## src/asconPkg.sv

```systemverilog
`default_nettype none

package asconPkg;

    // Lane, block and length types
    typedef logic [63:0]  wordT;
    typedef logic [127:0] keyT;
    typedef logic [3:0]   lenT;
    typedef logic [3:0]   roundT;

    // Round schedule, must divide ROUNDS_B
    localparam int ROUNDS_PER_CYCLE = 3;
    localparam int ROUNDS_A         = 12;
    localparam int ROUNDS_B         = 6;
    localparam int BLOCK_BYTES      = 8;

    // ASCON-128 initial value for lane 0
    localparam wordT ASCON_IV = 64'h80400c0600000000;

    typedef enum logic [2:0] {
        opHold,
        opLoad,
        opAbsorb,
        opFinalize,
        opPermute
    } updateOpT;

    typedef enum logic [2:0] {
        stIdle,
        stInit,
        stWaitBlock,
        stBlockPerm,
        stFinalPerm
    } ctrlStateT;

endpackage

`default_nettype wire

```

## src/asconPad.sv

```systemverilog
`timescale 1ns/1ps
`default_nettype none

module asconPad import asconPkg::*; (
    input  wire wordT block,
    input  wire lenT  len,
    output wordT      padded
);

    // Byte 0 sits in the top bits of the block
    always_comb begin
        padded = '0;
        for (int i = 0; i < BLOCK_BYTES; i++) begin
            if (lenT'(i) < len) begin
                padded[(BLOCK_BYTES - 1 - i) * 8 +: 8] = block[(BLOCK_BYTES - 1 - i) * 8 +: 8];
            end else if (lenT'(i) == len) begin
                // First byte past the data carries the pad marker
                padded[(BLOCK_BYTES - 1 - i) * 8 +: 8] = 8'h80;
            end
        end
    end

endmodule

`default_nettype wire

```

## src/asconRound.sv

```systemverilog
`timescale 1ns/1ps
`default_nettype none

module asconRound import asconPkg::*; (
    input  wire roundT round,
    input  wire wordT  x0In,
    input  wire wordT  x1In,
    input  wire wordT  x2In,
    input  wire wordT  x3In,
    input  wire wordT  x4In,
    output wordT       x0Out,
    output wordT       x1Out,
    output wordT       x2Out,
    output wordT       x3Out,
    output wordT       x4Out
);

    logic [7:0] rc;

    function automatic wordT ror(input wordT x, input int unsigned n);
        return (x >> n) | (x << ($bits(wordT) - n));
    endfunction

    // Constant of the 12-round schedule, high nibble counts down
    assign rc = {4'hF - round, round};

    always_comb begin
        wordT a0, a1, a2, a3, a4;
        wordT t0, t1, t2, t3, t4;

        //////////////////////////////////////////////////
        // Constant addition and substitution layer
        a0 = x0In ^ x4In;
        a1 = x1In;
        a2 = x2In ^ {56'd0, rc} ^ x1In;
        a3 = x3In;
        a4 = x4In ^ x3In;

        t0 = ~a0 & a1;
        t1 = ~a1 & a2;
        t2 = ~a2 & a3;
        t3 = ~a3 & a4;
        t4 = ~a4 & a0;

        a0 = a0 ^ t1;
        a1 = a1 ^ t2;
        a2 = a2 ^ t3;
        a3 = a3 ^ t4;
        a4 = a4 ^ t0;

        a1 = a1 ^ a0;
        a0 = a0 ^ a4;
        a3 = a3 ^ a2;
        a2 = ~a2;

        //////////////////////////////////////////////////
        // Linear diffusion, one pair of rotations per lane
        x0Out = a0 ^ ror(a0, 19) ^ ror(a0, 28);
        x1Out = a1 ^ ror(a1, 61) ^ ror(a1, 39);
        x2Out = a2 ^ ror(a2, 1) ^ ror(a2, 6);
        x3Out = a3 ^ ror(a3, 10) ^ ror(a3, 17);
        x4Out = a4 ^ ror(a4, 7) ^ ror(a4, 41);
    end

endmodule

`default_nettype wire

```

## src/asconStateUpdate.sv

```systemverilog
`timescale 1ns/1ps
`default_nettype none

module asconStateUpdate import asconPkg::*; (
    input  wire           clk,
    input  wire           rst,
    input  wire updateOpT updateOp,
    input  wire           firstBlock,
    input  wire keyT      key,
    input  wire keyT      nonce,
    input  wire wordT     ptBlock,
    input  wire lenT      ptLen,
    output wordT          f0,
    output wordT          f1,
    output wordT          f2,
    output wordT          f3,
    output wordT          f4,
    input  wire wordT     r0,
    input  wire wordT     r1,
    input  wire wordT     r2,
    input  wire wordT     r3,
    input  wire wordT     r4,
    output keyT           keyHeld
);

    wordT s0, s1, s2, s3, s4;
    wordT padded;

    asconPad uPad (
        .block (ptBlock),
        .len   (ptLen),
        .padded(padded)
    );

    //////////////////////////////////////////////////
    // Feed into the round chain
    always_comb begin
        f0 = s0;
        f1 = s1;
        f2 = s2;
        f3 = s3;
        f4 = s4;
        case (updateOp)
            opLoad: begin
                f0 = ASCON_IV;
                f1 = key[127:64];
                f2 = key[63:0];
                f3 = nonce[127:64];
                f4 = nonce[63:0];
            end
            opAbsorb, opFinalize: begin
                f0 = s0 ^ padded;
                // Key XOR closing init, then the domain bit
                if (firstBlock) begin
                    f3 = s3 ^ keyHeld[127:64];
                    f4 = s4 ^ keyHeld[63:0] ^ 64'd1;
                end
                if (updateOp == opFinalize) begin
                    f1 = s1 ^ keyHeld[127:64];
                    f2 = s2 ^ keyHeld[63:0];
                end
            end
            default: ;
        endcase
    end

    always_ff @(posedge clk or posedge rst) begin
        if (rst) begin
            s0 <= '0;
            s1 <= '0;
            s2 <= '0;
            s3 <= '0;
            s4 <= '0;
        end else if (updateOp != opHold) begin
            s0 <= r0;
            s1 <= r1;
            s2 <= r2;
            s3 <= r3;
            s4 <= r4;
        end
    end

    always_ff @(posedge clk) begin
        if (updateOp == opLoad) begin
            keyHeld <= key;
        end
    end

endmodule

`default_nettype wire

```

## src/asconControl.sv

```systemverilog
`timescale 1ns/1ps
`default_nettype none

module asconControl import asconPkg::*; (
    input  wire clk,
    input  wire rst,
    input  wire start,
    input  wire ptValid,
    input  wire ptLast,
    output updateOpT updateOp,
    output roundT    roundBase,
    output logic     firstBlock,
    output logic     captureCt,
    output logic     captureTag,
    output logic     ptReady,
    output logic     busy
);

    ctrlStateT state, nextState;
    roundT     roundCnt;
    logic      lastGroup;

    // Blocks run the tail of the schedule, init and final run all of it
    always_comb begin
        case (state)
            stIdle:      roundBase = '0;
            stWaitBlock: roundBase = ptLast ? '0 : roundT'(ROUNDS_A - ROUNDS_B);
            default:     roundBase = roundCnt;
        endcase
    end

    assign lastGroup = (roundBase == roundT'(ROUNDS_A - ROUNDS_PER_CYCLE));

    always_comb begin
        nextState  = state;
        updateOp   = opHold;
        captureCt  = 1'b0;
        captureTag = 1'b0;
        case (state)
            stIdle: begin
                if (start) begin
                    updateOp  = opLoad;
                    nextState = stInit;
                end
            end
            stWaitBlock: begin
                if (ptValid) begin
                    captureCt = 1'b1;
                    if (ptLast) begin
                        updateOp  = opFinalize;
                        nextState = stFinalPerm;
                    end else begin
                        updateOp  = opAbsorb;
                        nextState = lastGroup ? stWaitBlock : stBlockPerm;
                    end
                end
            end
            stInit, stBlockPerm: begin
                updateOp = opPermute;
                if (lastGroup) nextState = stWaitBlock;
            end
            stFinalPerm: begin
                updateOp = opPermute;
                if (lastGroup) begin
                    captureTag = 1'b1;
                    nextState  = stIdle;
                end
            end
            default: nextState = stIdle;
        endcase
    end

    always_ff @(posedge clk or posedge rst) begin
        if (rst) begin
            state      <= stIdle;
            roundCnt   <= '0;
            firstBlock <= 1'b0;
        end else begin
            state <= nextState;
            if (updateOp != opHold) roundCnt <= roundBase + roundT'(ROUNDS_PER_CYCLE);
            // Key XOR of init is still owed until the first block
            if (updateOp == opLoad) begin
                firstBlock <= 1'b1;
            end else if (captureCt) begin
                firstBlock <= 1'b0;
            end
        end
    end

    assign ptReady = (state == stWaitBlock);
    assign busy    = (state != stIdle);

endmodule

`default_nettype wire

```

## src/asconOutput.sv

```systemverilog
`timescale 1ns/1ps
`default_nettype none

module asconOutput import asconPkg::*; (
    input  wire       clk,
    input  wire       rst,
    input  wire       captureCt,
    input  wire       captureTag,
    input  wire wordT absorbed,
    input  wire lenT  ptLen,
    input  wire wordT t3,
    input  wire wordT t4,
    input  wire keyT  keyHeld,
    output logic      ctValid,
    output wordT      ctBlock,
    output logic      tagValid,
    output keyT       tag
);

    wordT ctMask;

    // Keeps the leading ptLen bytes, a full block keeps all
    assign ctMask = ~({$bits(wordT){1'b1}} >> {ptLen, 3'b000});

    always_ff @(posedge clk or posedge rst) begin
        if (rst) begin
            ctValid  <= 1'b0;
            tagValid <= 1'b0;
        end else begin
            ctValid  <= captureCt;
            tagValid <= captureTag;
        end
    end

    always_ff @(posedge clk) begin
        if (captureCt) ctBlock <= absorbed & ctMask;
        if (captureTag) tag <= {t3, t4} ^ keyHeld;
    end

endmodule

`default_nettype wire

```

## src/asconCore.sv

```systemverilog
`timescale 1ns/1ps
`default_nettype none

module asconCore import asconPkg::*; (
    input  wire       clk,
    input  wire       rst,
    input  wire       start,
    input  wire keyT  key,
    input  wire keyT  nonce,
    input  wire       ptValid,
    input  wire wordT ptBlock,
    input  wire lenT  ptLen,
    input  wire       ptLast,
    output logic      ptReady,
    output logic      busy,
    output logic      ctValid,
    output wordT      ctBlock,
    output logic      tagValid,
    output keyT       tag
);

    updateOpT updateOp;
    roundT    roundBase;
    logic     firstBlock;
    logic     captureCt;
    logic     captureTag;
    keyT      keyHeld;

    // Five lanes between each pair of rounds
    wire wordT lane [0:ROUNDS_PER_CYCLE][0:4];

    asconControl uControl (
        .clk       (clk),
        .rst       (rst),
        .start     (start),
        .ptValid   (ptValid),
        .ptLast    (ptLast),
        .updateOp  (updateOp),
        .roundBase (roundBase),
        .firstBlock(firstBlock),
        .captureCt (captureCt),
        .captureTag(captureTag),
        .ptReady   (ptReady),
        .busy      (busy)
    );

    asconStateUpdate uStateUpdate (
        .clk       (clk),
        .rst       (rst),
        .updateOp  (updateOp),
        .firstBlock(firstBlock),
        .key       (key),
        .nonce     (nonce),
        .ptBlock   (ptBlock),
        .ptLen     (ptLen),
        .f0        (lane[0][0]),
        .f1        (lane[0][1]),
        .f2        (lane[0][2]),
        .f3        (lane[0][3]),
        .f4        (lane[0][4]),
        .r0        (lane[ROUNDS_PER_CYCLE][0]),
        .r1        (lane[ROUNDS_PER_CYCLE][1]),
        .r2        (lane[ROUNDS_PER_CYCLE][2]),
        .r3        (lane[ROUNDS_PER_CYCLE][3]),
        .r4        (lane[ROUNDS_PER_CYCLE][4]),
        .keyHeld   (keyHeld)
    );

    //////////////////////////////////////////////////
    // Unrolled rounds, one group per clock
    for (genvar g = 0; g < ROUNDS_PER_CYCLE; g++) begin : gRound
        asconRound uRound (
            .round(roundBase + roundT'(g)),
            .x0In (lane[g][0]),
            .x1In (lane[g][1]),
            .x2In (lane[g][2]),
            .x3In (lane[g][3]),
            .x4In (lane[g][4]),
            .x0Out(lane[g + 1][0]),
            .x1Out(lane[g + 1][1]),
            .x2Out(lane[g + 1][2]),
            .x3Out(lane[g + 1][3]),
            .x4Out(lane[g + 1][4])
        );
    end

    asconOutput uOutput (
        .clk       (clk),
        .rst       (rst),
        .captureCt (captureCt),
        .captureTag(captureTag),
        .absorbed  (lane[0][0]),
        .ptLen     (ptLen),
        .t3        (lane[ROUNDS_PER_CYCLE][3]),
        .t4        (lane[ROUNDS_PER_CYCLE][4]),
        .keyHeld   (keyHeld),
        .ctValid   (ctValid),
        .ctBlock   (ctBlock),
        .tagValid  (tagValid),
        .tag       (tag)
    );

endmodule

`default_nettype wire

```

## config.mk

```make
export PLATFORM = sky130hd
export DESIGN_NAME = asconCore
export DESIGN_NICKNAME = d
export VERILOG_FILES = /design/src/asconPkg.sv /design/src/asconPad.sv /design/src/asconRound.sv /design/src/asconStateUpdate.sv /design/src/asconControl.sv /design/src/asconOutput.sv /design/src/asconCore.sv
export SDC_FILE = /design/constraint.sdc
export NUM_CORES = 2
export LEC_CHECK = 0
export ABC_CLOCK_PERIOD_IN_PS = 24900
export BUFFER_PORTS_ARGS = -buffer_cell sky130_fd_sc_hd__buf_2
export CELL_PAD_IN_SITES_DETAIL_PLACEMENT = 0
export CELL_PAD_IN_SITES_GLOBAL_PLACEMENT = 1
export CORE_AREA = 2 2 452 454
export DETAILED_ROUTE_END_ITERATION = 12
export DIE_AREA = 0 0 454 456
export GPL_TIMING_DRIVEN = 0
export PLACE_DENSITY_LB_ADDON = 0.1
export SLEW_MARGIN = 40
export SYNTH_ARGS = -nofsm -noshare
export SYNTH_HDL_FRONTEND = slang
export SYNTH_HIERARCHICAL = 1
export SYNTH_SLANG_ARGS = --single-unit
```

## constraint.sdc

```tcl
create_clock -name clk -period 24.9 [get_ports clk]
set_input_delay 2.49 -clock clk [delete_from_list [all_inputs] [get_ports clk]]
set_output_delay 2.49 -clock clk [all_outputs]
set_load 0.02 [all_outputs]
```

==> flow_summary.ini <==
[logic_synthesis]
synth_seq_area_share_pct = 22.3
synthFlopType = dfrtp_1
yosysWarnings = 6
syn_inst = 7521
synth_cell_types = 65
synth.area.top_cells = xnor3_1 (19%), xnor2_1 (16%), edfxtp_1 (12%), dfrtp_1 (10%), ha_1 (6.0%)
yosys.area.top_type = xnor3_1
avgSynthCellArea_sq_um = 10.7
synth_nets = 8238
syn_area_sq_um = 80300
ys_async_sr_fraction_pct = 50.8
ys_seq_elements = 650
synth-edff-count = 320
yosysTopAreaCellShare_pct = 18.9

[clocking]
cts.sinks = 650
ctsResizeCount = 0
htreeDepth = 3
cts_buffers = 75
clk_pin_slew_worst_paths_ps = 60
cts_setup_buffers = 0
clkLatencyLatePin_ps = 790
holdBufCountCts = 0
cts_tree = yes
cts-root-buf = clkbuf_16
clock_path_buffers = 3

[timing]
clock_skew_ps = 85.4
fmax_mhz = 74.4
drv_slew = 0
setup_slack_ps = 11450
tightestPinTransition_ps = 1090
setup_viol = 0
grt_setup_unrepaired = false
timing_hold_violations_final = 0
period_minus_slack_ps = 13450
fin_crit_sh_pct = 54.0
slew_headroom_pct = 27.0

[placement]
io_buffers = 524
place_congestion = 1.20
dp.cells = 10900
place_hpwl_mm = 488
dp_worst_setup_slack_ps = 11410

[cells_and_area]
layout.cells.most_common = xnor2_1
ff_latch_area_sq_um = 17900
area_growth_pct = 20.8
fillCellCount = 18200
drive_above_1_share_pct = 25.7
fin_cells = 11100
fin_nets = 9054
final_cell_mix = xnor2_1 (1006), xnor3_1 (675), buf_2 (636), nand2_1 (617), xnor2_2 (569)
multi_input_area_sq_um = 65300

[floorplanning]
die_area_sq_um = 207000
rows = 165
floorplan.initialDensity_pct = 39.8
die_h_um = 456
die_x_um = 454
ioPinCount = 525
core_area_sq_um = 202000

[global_routing]
grt_pass1_vias = 63600
grt.total_usage_pct = 52.1
grt_pass1_wl_mm = 681
antenna_found_initial = 36
grt_start_max_net_pins = 76
overflow = 0

[setup_path]
worstRegToRegCells = 27
end_kind = flip-flop
critPathRequiredTime_ps = 25380
critPathMaxFanout = 10
worst-setup-path-type = input pin to flip-flop
worstPathArrival_ps = 13930
worst_setup_path_start_kind = input pin

[detailed_routing]
ant_nets = 0
drtIter0Drc = 11400
avgViaCountPerCell = 6.25
post_drt_wl_per_cell_um = 49.5
drc = 0
vias = 69400
drt_wl_total_mm = 551
dr.pass1.iters = 9

[worst_hold_path]
whs_path_depth = 2
hold_class = flip-flop to flip-flop

[run_status]
outcome = complete, no violations

[job]
cap_violations = 0
sequential cells by signal (all words and copies together) (netlist names):
signal,count
uStateUpdate/s4,64
uOutput/tag,128
uControl/firstBlock,1
uControl/state,3
uOutput/tagValid,1
uStateUpdate/keyHeld,128
uStateUpdate/s3,64
uStateUpdate/s0,64
uOutput/ctValid,1
uControl/roundCnt,4
uStateUpdate/s1,64
uOutput/ctBlock,64
uStateUpdate/s2,64
through the flow:
stage / area (sq um) / TNS (ps) / hold slack, ps / utilization [%]
floorplan: 80300 / 0 / 481 / -
global placement: 86200 / -240 / 505 / 42.8
detailed placement: 93700 / 0 / 513 / 46.4
CTS: 96300 / 0 / 528 / 47.8
global route: 96900 / 0 / 548 / 48.0
finish: 97000 / 0 / 523 / 48.1
layout make-up:
class	count	share of cell area, %
sequential	650	18.4
buffer	194	1.02
antenna	41	0.106
multi-input combinational	6245	67.4
inverter	432	1.68
tap	2672	3.45
clock inverter	38	0.591
timing repair buffer	739	5.21
clock buffer	102	2.14
Yosys cell counts, drive strengths merged, types with 10 or more instances:
| library cell | count |
|---|---|
| mux2i | 13 |
| dfrtp | 330 |
| nor2b | 66 |
| nand2 | 617 |
| ha | 388 |
| a221o | 127 |
| xnor3 | 675 |
| o21ai | 259 |
| nand2b | 119 |
| maj3 | 36 |
| nor3b | 142 |
| edfxtp | 320 |
| and2 | 24 |
| and3 | 14 |
| and2b | 19 |
| nor2 | 326 |
| nand3b | 46 |
| nand4b | 10 |
| buf | 112 |
| nand3 | 124 |
| a21oi | 620 |
| o22ai | 12 |
| xor2 | 508 |
| mux2 | 322 |
| clkbuf | 82 |
| inv | 431 |
| a21o | 15 |
| xnor2 | 1627 |
| xor3 | 93 |
metal layers:
metal  vias to the layer above  track usage, %  share of wire [%]
li1                      27300               -                  -
met5                         -           0.979               0.21
met2                      5691            68.3                 38
met4                        18            45.3                 11
met3                      1432            26.6                 15
met1                     34900            61.8                 36
critical path: stages:
cell     delay [ps]
buf_2           130
nand2_1         140
nor2_2          540
buf_2           790
buf_4           510
buf_2           540
buf_2           680
buf_2           590
buf_2           400
a21oi_1         340
xor2_1          350
ha_1            300
xnor2_1         580
xnor2_2         340
xnor3_1         400
inv_1            70
ha_1            240
xor2_2          640
xor2_1          650
xnor3_1         730
inv_1           120
ha_1            210
xor2_2          510
xor2_1          600
xnor3_1         730
xor2_1          220
kinds of logic (layout without fill, tap and decap cells):
logic type / after synthesis / after routing / synth area share [%]
mux: 335 / 335 / 4.68
flops: 650 / 650 / 22.3
other cells: 0 / 41 / 0
fa+ha+maj: 424 / 424 / 6.51
compound gates: 1053 / 1053 / 7.52
simple gates: 1530 / 1530 / 9.20
xor+xnor: 2903 / 2903 / 46.6
buf+inv: 626 / 1505 / 3.22
path summary, 6_finish.rpt:
| kind | start | to | slack (ps) |
|---|---|---|---|
| hold / removal | uControl/roundCnt[3]$_DFFE_PP0P_ | uControl/roundCnt[3]$_DFFE_PP0P_ | 520 |
| hold reg to reg | uControl/roundCnt[3]$_DFFE_PP0P_ | uControl/roundCnt[3]$_DFFE_PP0P_ | 520 |
| setup / recovery | ptValid | uOutput/tag[102]$_DFFE_PP_ | 11450 |
| setup reg to reg | uControl/state[2]$_DFFE_PP0P_ | uOutput/tag[102]$_DFFE_PP_ | 12320 |
| max in group asynchronous | rst | uStateUpdate/s2[26]$_DFFE_PP0P_ | 20910 |
| min in group asynchronous | rst | uOutput/tagValid$_DFF_PP0_ | 1640 |
Power is left out: the tool's default activity adds up to more than one toggle a clock period on the data nets, which glitch-free logic cannot reach.
